==> src/source/fifo_settings.svh <==
/*
 * FIFO buffer sizing
 * word width and storage depth used by the package and by every RTL block
 * the depth does not have to be a power of two, but it must be at least 2
 */

`ifndef FIFO_SETTINGS_SVH
`define FIFO_SETTINGS_SVH

// width of one data word in bits
`define FIFO_WORD_WIDTH 16

// number of words the FIFO holds before it stops accepting input
// 5 is not a power of two, so the address wrap logic is always in use
`define FIFO_DEPTH 5

`endif

==> src/source/fifo_pkg.sv <==
/*
 * FIFO buffer types
 * vector types for data words, RAM addresses and the stored-item count,
 * all sized from the settings header
 */

`include "fifo_settings.svh"

package fifo_pkg;

    // one data item as it passes through the buffer
    typedef logic [`FIFO_WORD_WIDTH-1:0] fifo_word_t;

    // RAM address, wide enough to reach entry DEPTH-1
    typedef logic [$clog2(`FIFO_DEPTH)-1:0] fifo_addr_t;

    // item count from 0 up to and including DEPTH
    // the count has to reach DEPTH itself, so it needs one bit more than an address
    typedef logic [$clog2(`FIFO_DEPTH):0] fifo_count_t;

endpackage

==> src/source/fifo_storage_ram.sv <==
/*
 * FIFO storage RAM
 * simple dual-port memory with one synchronous write port and one
 * registered read port, DEPTH words deep
 */

`include "fifo_settings.svh"

module fifo_storage_ram (
    input  logic                 clock,
    input  logic                 write_enable,
    input  fifo_pkg::fifo_addr_t write_addr,
    input  fifo_pkg::fifo_word_t write_data,
    input  logic                 read_enable,
    input  fifo_pkg::fifo_addr_t read_addr,
    output fifo_pkg::fifo_word_t read_data
);
    import fifo_pkg::*;

    // the storage array itself, small enough for LUT RAM or block RAM
    fifo_word_t storage [`FIFO_DEPTH];

    // write port, one word per enabled cycle
    always_ff @(posedge clock) begin
        if (write_enable) begin
            storage[write_addr] <= write_data;
        end
    end

    // registered read port
    // the data only changes on an enabled read, so the output word holds
    // for as long as the consumer applies back-pressure
    // the control never reads and writes one address in the same cycle,
    // so no write-forwarding path is needed here
    always_ff @(posedge clock) begin
        if (read_enable) begin
            read_data <= storage[read_addr];
        end
    end

endmodule

==> src/source/fifo_address_counters.sv <==
/*
 * FIFO address counters
 * write and read addresses for the storage RAM; each one steps by one
 * when advanced and wraps from DEPTH-1 back to zero, which allows any depth
 */

`include "fifo_settings.svh"

module fifo_address_counters (
    input  logic                 clock,
    input  logic                 rst_n,
    input  logic                 clear,
    input  logic                 advance_write,
    input  logic                 advance_read,
    output fifo_pkg::fifo_addr_t write_addr,
    output fifo_pkg::fifo_addr_t read_addr
);
    import fifo_pkg::*;

    // last valid RAM entry, after which both addresses return to zero
    localparam fifo_addr_t ADDR_LAST = fifo_addr_t'(`FIFO_DEPTH - 1);

    // next address in the ring
    // a plain binary increment would run past DEPTH-1 when the depth is
    // not a power of two, so the last entry is caught explicitly
    function automatic fifo_addr_t step_addr(input fifo_addr_t addr);
        if (addr == ADDR_LAST) begin
            return '0;
        end
        return addr + 1'b1;
    endfunction

    // the two addresses never pass each other
    // equal addresses mean either empty or full, and the item count in the
    // flow control is what tells those two cases apart
    always_ff @(posedge clock) begin
        if (!rst_n || clear) begin
            write_addr <= '0;
            read_addr  <= '0;
        end else begin
            // write address moves after each word stored in the RAM
            if (advance_write) begin
                write_addr <= step_addr(write_addr);
            end
            // read address moves after each word taken out of the RAM
            if (advance_read) begin
                read_addr <= step_addr(read_addr);
            end
        end
    end

endmodule

==> src/source/fifo_flow_control.sv <==
/*
 * FIFO flow control
 * keeps the item count, decodes empty, busy and full from it, turns the
 * input and output handshakes into load, unload and flow, and drives the
 * RAM and address controls
 * also holds the output-valid register that follows the registered RAM read
 */

`include "fifo_settings.svh"

module fifo_flow_control (
    input  logic clock,
    input  logic rst_n,
    input  logic clear,
    input  logic input_valid,
    output logic input_ready,
    output logic output_valid,
    input  logic output_ready,
    output logic write_enable,
    output logic read_enable,
    output logic advance_write,
    output logic advance_read
);
    import fifo_pkg::*;

    localparam fifo_count_t COUNT_FULL = fifo_count_t'(`FIFO_DEPTH);

    // number of words held by the FIFO, the only state of the control
    // it also covers the word waiting in the output register, so the whole
    // buffer never holds more than DEPTH words
    fifo_count_t item_count;

    logic empty;
    logic busy;
    logic full;
    logic storage_empty;
    logic update_output;
    logic insert;
    logic remove;
    logic load;
    logic unload;
    logic flow;

    // state decode from the count
    // storage_empty is true when every counted word already sits in the
    // output register, so there is nothing left in the RAM to read
    always_comb begin
        empty         = (item_count == '0);
        full          = (item_count == COUNT_FULL);
        busy          = !empty && !full;
        storage_empty = (item_count == fifo_count_t'(output_valid));
    end

    // input side only stops the producer when the FIFO is full
    always_comb begin
        input_ready = !full;
        insert      = input_valid && input_ready;
    end

    // output side
    // the output register may take a new word when it is empty or when its
    // current word leaves this cycle, so it also pre-loads while the
    // consumer is not ready
    always_comb begin
        update_output = !output_valid || output_ready;
        read_enable   = !storage_empty && update_output;
        remove        = output_valid && output_ready;
    end

    // transformations of the count
    // a remove is impossible while empty and an insert while full, so
    // both at once can only happen in the busy range
    always_comb begin
        load   = !full && insert && !remove;
        unload = !empty && !insert && remove;
        flow   = busy && insert && remove;
    end

    // every accepted word goes straight into the RAM
    assign write_enable  = load || flow;
    assign advance_write = write_enable;

    // every RAM read moves a word from the RAM into the output register,
    // so the read address steps on each read, pre-load reads included
    assign advance_read = read_enable;

    always_ff @(posedge clock) begin
        if (!rst_n || clear) begin
            item_count <= '0;
        end else if (load) begin
            item_count <= item_count + 1'b1;
        end else if (unload) begin
            item_count <= item_count - 1'b1;
        end
    end

    // output_valid follows read_enable with the RAM read latency
    // it is frozen while a valid word waits for the consumer, and drops
    // when the register updates with no RAM word to read
    always_ff @(posedge clock) begin
        if (!rst_n || clear) begin
            output_valid <= 1'b0;
        end else if (update_output) begin
            output_valid <= read_enable;
        end
    end

endmodule

==> src/source/fifo_buffer_top.sv <==
/*
 * pipelined ready/valid FIFO buffer
 * decouples an input stream from an output stream with no combinational
 * path between the two sides; holds up to DEPTH words, any depth allowed
 * clear returns the buffer to empty, just as reset does
 */

module fifo_buffer_top (
    input  logic                 clock,
    input  logic                 rst_n,
    input  logic                 clear,
    input  logic                 input_valid,
    output logic                 input_ready,
    input  fifo_pkg::fifo_word_t input_data,
    output logic                 output_valid,
    input  logic                 output_ready,
    output fifo_pkg::fifo_word_t output_data
);
    import fifo_pkg::*;

    logic       write_enable;
    logic       read_enable;
    logic       advance_write;
    logic       advance_read;
    fifo_addr_t write_addr;
    fifo_addr_t read_addr;

    // handshakes, item count and output-valid register
    fifo_flow_control fifo_flow_control_i (
        .clock         (clock),
        .rst_n         (rst_n),
        .clear         (clear),
        .input_valid   (input_valid),
        .input_ready   (input_ready),
        .output_valid  (output_valid),
        .output_ready  (output_ready),
        .write_enable  (write_enable),
        .read_enable   (read_enable),
        .advance_write (advance_write),
        .advance_read  (advance_read)
    );

    // wrapping RAM addresses
    fifo_address_counters fifo_address_counters_i (
        .clock         (clock),
        .rst_n         (rst_n),
        .clear         (clear),
        .advance_write (advance_write),
        .advance_read  (advance_read),
        .write_addr    (write_addr),
        .read_addr     (read_addr)
    );

    // the registered read port drives the output data directly
    fifo_storage_ram fifo_storage_ram_i (
        .clock        (clock),
        .write_enable (write_enable),
        .write_addr   (write_addr),
        .write_data   (input_data),
        .read_enable  (read_enable),
        .read_addr    (read_addr),
        .read_data    (output_data)
    );

endmodule

==> config.mk <==
export PLATFORM = sky130hd
export DESIGN_NAME = fifo_buffer_top
export DESIGN_NICKNAME = d
export VERILOG_FILES = /design/src/source/fifo_pkg.sv /design/src/source/fifo_storage_ram.sv /design/src/source/fifo_address_counters.sv /design/src/source/fifo_flow_control.sv /design/src/source/fifo_buffer_top.sv
export VERILOG_INCLUDE_DIRS = /design/src /design/src/source
export SDC_FILE = /design/constraint.sdc
export NUM_CORES = 1
export LEC_CHECK = 0
export CORE_UTILIZATION = 40
export CTS_CLUSTER_SIZE = 8
export DETAILED_ROUTE_END_ITERATION = 10
export DONT_BUFFER_PORTS = 1
export PLACE_DENSITY_LB_ADDON = 0.05
export SETUP_SLACK_MARGIN = 0.5
export SLEW_MARGIN = 20
export SYNTH_ARGS = -nofsm -noshare
export SYNTH_HDL_FRONTEND = slang
export SYNTH_SLANG_ARGS = --single-unit
==> constraint.sdc <==
create_clock -name clock -period 3.2 [get_ports clock]
set_input_delay 0.64 -clock clock [delete_from_list [all_inputs] [get_ports clock]]
set_output_delay 0.64 -clock clock [all_outputs]
set_load 0.02 [all_outputs]
# Yosys cells after proc, flatten, opt, wreduce, memory -nomap -nowiden
# Memories as Yosys holds them, arrays and structs flattened. A register that Yosys moved wholly into a read port is not among the register bits.
# Cells that the tools add are included.
[word_totals]
mem_bits_rw = 80
register_bits = 11
input_bits = 21
memories = 1
rom_bits = 0
latch_bits = 0
[op_classes]
order_cmp = 0
div_mod_pow = 0
reduce_logical = 22
n_mux = 14
n_mul = 0
addsub = 4
shift = 0
bitwise = 0
eq_ne = 4
[mem_list]
columns = ["memory", "words", "width", "rd", "rd_ports_with_merged_regs", "wr", "line", "source"]
rows = [
  ["fifo_storage_ram_i.storage", 5, 16, 1, 1, 1, "fifo_storage_ram.sv:21", "fifo_word_t storage [`FIFO_DEPTH];"],
]
[ops]
columns = ["op", "n"]
rows = [
  ["two-way mux 3 bit", 4],
  ["logical AND 1 bit", 10],
  ["two-way mux 1 bit", 8],
  ["two-way mux 4 bit", 2],
  ["zero test 1 bit", 7],
  ["adder 3 x 1 -> 3 bit (second input constant)", 2],
  ["equality test 3 bit (second input constant)", 2],
  ["adder 4 x 1 -> 4 bit (second input constant)", 1],
  ["equality test 4 x 1 -> 1 bit", 1],
  ["equality test 4 x 3 -> 1 bit (second input constant)", 1],
  ["zero test 4 bit", 1],
  ["subtractor 4 x 1 -> 4 bit (second input constant)", 1],
  ["logical OR 1 bit", 3],
  ["nonzero test 2 bit", 1],
]

# Longest topological paths before layout
[depth]
depth_word = 9
depth_mapped = 10
mapped_depth_nobuf = 8

# Modules after synthesis
# From an unflattened synthesis, not the netlist that was laid out.
[unflattened]
hier_cells = 279
area_unflattened_um2 = 4419.2
[by_module_without_submodules]
columns = ["module", "area_each_um2", "cells_per_inst", "seq_area_each_um2", "n_inst"]
rows = [
  ["fifo_storage_ram", 3662.3, 194, 2882.8, 1],
  ["fifo_flow_control", 439.2, 49, 100.1, 1],
  ["fifo_address_counters", 317.8, 36, 120.1, 1],
]

# Worst setup path before layout
# OpenSTA, ideal clock, no wires.
[synth_timing]
kind = "input-to-reg"
from = "in output_ready"
to = "mem fifo_storage_ram_i.storage[4][0] in the netlist's numbering (enable)"
setup_slack_ns = -0.005
setup_ns = 0.436
arrival_ns = 2.769
path_stages = 4
path_cell_list = "nand2_1 o211ai_2 buf_6 nor4b_1"
[synth_via]
elab_chain_cells = 6
[synth_rtl]
columns = ["item", "line", "source"]
rows = [
  ["start, declared", "fifo_buffer_top.sv:16", "input logic output_ready,"],
  ["logical AND 1 bit (*)", "fifo_flow_control.sv:67", "remove = output_valid && output_ready;"],
  ["zero test 1 bit", "fifo_flow_control.sv:74", "load = !full && insert && !remove;"],
  ["logical AND 1 bit", "fifo_flow_control.sv:74", ""],
  ["logical OR 1 bit (*)", "fifo_flow_control.sv:80", "assign write_enable = load || flow;"],
  ["two-way mux 1 bit (*)", "fifo_storage_ram.sv:25", "if (write_enable) begin"],
  ["two-way mux 1 bit (not written as such) (*)", "fifo_storage_ram.sv:26", "storage[write_addr] <= write_data;"],
  ["end, declared", "fifo_storage_ram.sv:21", ""],
]
# Every way passes the cells marked *; elsewhere a longest branch is shown, timed or not.

# Worst setup path after layout
[layout_timing]
from = "reg fifo_flow_control_i.item_count[1]"
to = "reg fifo_flow_control_i.item_count[3]"
[layout_via]
elab_chain_cells = 7
[layout_rtl]
columns = ["item", "line", "source"]
rows = [
  ["start, declared", "fifo_flow_control.sv:31", "fifo_count_t item_count;"],
  ["start signal, assigned", "fifo_flow_control.sv:91", "item_count <= item_count + 1'b1;"],
  ["start signal, assigned", "fifo_flow_control.sv:93", "item_count <= item_count - 1'b1;"],
  ["equality test 4 x 3 -> 1 bit (*)", "fifo_flow_control.sv:49", "full = (item_count == COUNT_FULL);"],
  ["zero test 1 bit (*)", "fifo_flow_control.sv:56", "input_ready = !full;"],
  ["via input_ready", "fifo_buffer_top.sv:13", "output logic input_ready,"],
  ["logical AND 1 bit", "fifo_flow_control.sv:57", "insert = input_valid && input_ready;"],
  ["zero test 1 bit", "fifo_flow_control.sv:75", "unload = !empty && !insert && remove;"],
  ["logical AND 1 bit (2 in a row)", "fifo_flow_control.sv:75", ""],
  ["nonzero test 2 bit (no line)", "-", ""],
]
# Mark *: on every way through the listed nets, which the timed path passes. The rest lies on a longest branch. The select of a mux whose other input is x is not followed.
# A chain may end at the register's enable or synchronous reset.

==> impl_metrics.csv <==
group,metric,value,unit
status,outcome,"finished clean",
cts,ctsHoldBuffers,0,
worst_setup_path,r2r_slack,0.68,ns
worst_setup_path,reg2reg_depth,8,
floorplanning,io-pin-count,39,
cts,ctsRootBufferMaster,"clkbuf_8",
cts,clkTransAtPathRegs,0.10,ns
worst_setup_path,r2r-end,"fifo_flow_control_i.item_count[3]",
worst_hold_path,min_from,"input_data[1]",
worst_setup_path,rr_startpoint,"fifo_flow_control_i.item_count[1]",
placement,place_area,0.004522,mm²
worst_hold_path,holdPathStages,0,
worst_setup_path,crit_path_end_kind,"register",
timing,drv_slew,0,
cells_and_area,drive_gt1_share,32.64,%
global_route,antenna_found_initial,0,
global_route,grt_max_degree,20,
synth,synth_cells,226,
floorplanning,die-area,0.01109,mm²
synth,syn_nets,254,
cts,clock_sinks,107,
timing,hold_viol,0,
routing,wl,7888,µm
worst_hold_path,hp-class,"input pin to register",
routing,avgViaCountPerCell,5.443,
synth,synth_commonest_cells,"96 x edfxtp_1, 16 x mux2_2, 16 x mux4_2",
timing,finalSetupViolations,0,
synth,ys_seq_area_share,72.66,%
timing,fin_tns_setup,0,ns
global_route,grt_first_pass_wirelength,12190,µm
global_route,grt_pass1_vias,2180,
worst_hold_path,hold_end,"fifo_storage_ram_i.storage[3][1]",
routing,dr.pass1.iters,4,
synth,yosys_warnings,0,
cts,h-tree-depth,3,
floorplanning,die_y,105.3,µm
worst_setup_path,critPathLaunchType,"register",
placement,gp_congestion,0.7951,
synth,synth-seq-cells,107,
timing,slew_headroom,29.84,%
synth,ys_types,44,
routing,drtIter0Drc,98,
synth,synth_edf_count,96,
cells_and_area,syn_to_final_growth,10.26,%
power_and_ir_drop,p_leak,1.450,nW
routing,ant_nets,0,
cts,cts_tree,"built",
cts,cts_buffer_depth,2,
timing,tightest_slew,1.051,ns
routing,via_count,2041,
floorplanning,fp.coreArea,0.01032,mm²
floorplanning,die_w,105.3,µm
worst_setup_path,worstPathRequired,3.41,ns
placement,numPortBuffers,0,
cells_and_area,stdcell_count,375,
timing,rsz0062_at_grt,"false",
synth,synthTopCellsByArea,"edfxtp_1 68%, mux4_2 8.4%, dfxtp_1 5.2%",
routing,wl_per_cell,21.03,µm
worst_setup_path,cp.arrival,2.74,ns
synth,synth_area_per_cell,18.90,µm²
cts,cts_buffers,9,
cells_and_area,antenna-diode-count,0,
routing,drc,0,
global_route,grt_overflow_total,0,
floorplanning,floorplan.initialDensity,41.36,%
cells_and_area,design_area,0.004708,mm²
cts,clk_latency,0.35,ns
synth,yosysTopAreaCell,"edfxtp_1",
cells_and_area,fin_nets,265,
timing,fmax,0.3961,GHz
timing,setup_ws,0.6755,ns
floorplanning,rows,37,
synth,synth_most_common_cell,"edfxtp_1",
placement,hpwl,5041,µm
worst_setup_path,crit_fanout,8,
synth,synthArstFlopShare,0,%
synth,synth_top_area_share,67.51,%
power_and_ir_drop,peakVddDrop,0.2270,mV
synth,synth_area,0.004270,mm²
placement,pre_cts_ws,0.5496,ns
timing,finalClockSkew,0.01384,ns
run,maxCapViolCount,0,
timing,layout_min_cycle_time,2.525,ns
worst_setup_path,critical_path_class,"register to register",
worst_setup_path,critPathLaunch,"fifo_flow_control_i.item_count[1]",
timing,finalCritPeriodShare,78.89,%
global_route,grt_util_all_layers,15.19,%
power_and_ir_drop,powerDensity,550.4,mW/mm²
placement,dp.cells,362,
synth,synth-main-ff-cell,"edfxtp_1",
cells_and_area,fin_util,45.61,%
-- timing repair --
item / in CTS / in global routing
endpoints found under the setup margin: 0 / 1
resized for setup: 0 / 6
setup buffers: 0 / 0
-- power by group --
part / total [mW] / switching, mW / internal [mW]
registers: 1.64 / 0.0581 / 1.59
logic: 0.164 / 0.0852 / 0.0783
clock network: 0.785 / 0.432 / 0.352
total: 2.59 / 0.576 / 2.02
-- worst max-delay path by stage --
stage / cells past startpoint / endpoint
after floorplan: 4 / fifo_storage_ram_i.storage[2][0]
after global placement: 8 / fifo_flow_control_i.item_count[3]
after detailed placement: 8 / fifo_flow_control_i.item_count[3]
after CTS: 8 / fifo_flow_control_i.item_count[3]
after global routing: 8 / fifo_flow_control_i.item_count[3]
final: 8 / fifo_flow_control_i.item_count[3]
-- placed cells by master (no fill, tap or decap), types with 2 or more instances in the layout --
master	n
a2111oi_0	2
a211o_1	2
mux4_2	16
nor4_2	4
a21o_1	3
clkinvlp_4	2
ha_1	6
mux2_2	16
nor2_1	2
a21oi_2	3
o31ai_1	2
o21ai_0	3
dfxtp_1	6
inv_1	8
nor3_1	3
dfxtp_2	4
nand3_1	3
clkbuf_8	9
mux2i_1	2
a21oi_1	4
buf_4	11
nand2_1	5
edfxtp_1	96
-- registers in the layout, indices dropped and copies added (netlist names) --
signal / cells
fifo_address_counters_i.read_addr: 3
fifo_address_counters_i.write_addr: 3
fifo_flow_control_i.output_valid: 1
fifo_storage_ram_i.storage: 80
fifo_storage_ram_i.read_data: 16
fifo_flow_control_i.item_count: 4
-- metal layers --
metal	track usage [%]	routed length (µm)
met1	19.69	3485
met5	0	0
met4	6.439	138
met2	24.44	3942
met3	3.711	321
-- kinds of logic after synthesis --
| kind of cell | after synthesis | share of synthesized area (%) |
|---|---|---|
| and+or+nand+nor | 29 | 4.513 |
| DFF | 107 | 72.66 |
| adders and majority gates | 7 | 2.227 |
| AOI/OAI and AO/OA | 27 | 4.776 |
| muxes | 34 | 13.13 |
| buffers and inverters | 20 | 2.285 |
| xor gates and xnor gates | 2 | 0.4103 |
-- cell type report --
cell class	instances	area, µm²
Multi-Input combinational cell	99	1116
Fill cell	872	5615
Timing Repair Buffer	12	102.6
Clock buffer	9	123.9
Inverter	8	30.03
Tap cell	136	170.2
Clock inverter	4	53.80
Sequential cell	107	3112
-- stage by stage --
stage / power, mW / hold slack, ns
CTS: 2.620 / 0.3538
floorplan: 1.789 / 0.5044
global placement: 1.833 / 0.5266
global route: 2.689 / 0.3443
finish: 2.591 / 0.3788
detailed placement: 1.840 / 0.5329
-- worst max-delay path, cell delays in order (launching register included) --
cell       delay [ns]
dfxtp_2          0.38
nand4bb_4        0.34
and3_1           0.33
inv_1            0.18
ha_1             0.27
a21o_1           0.22
a2111oi_0        0.42
mux2i_1          0.12
o311ai_0         0.13
Power figures use the tool's default switching activity.
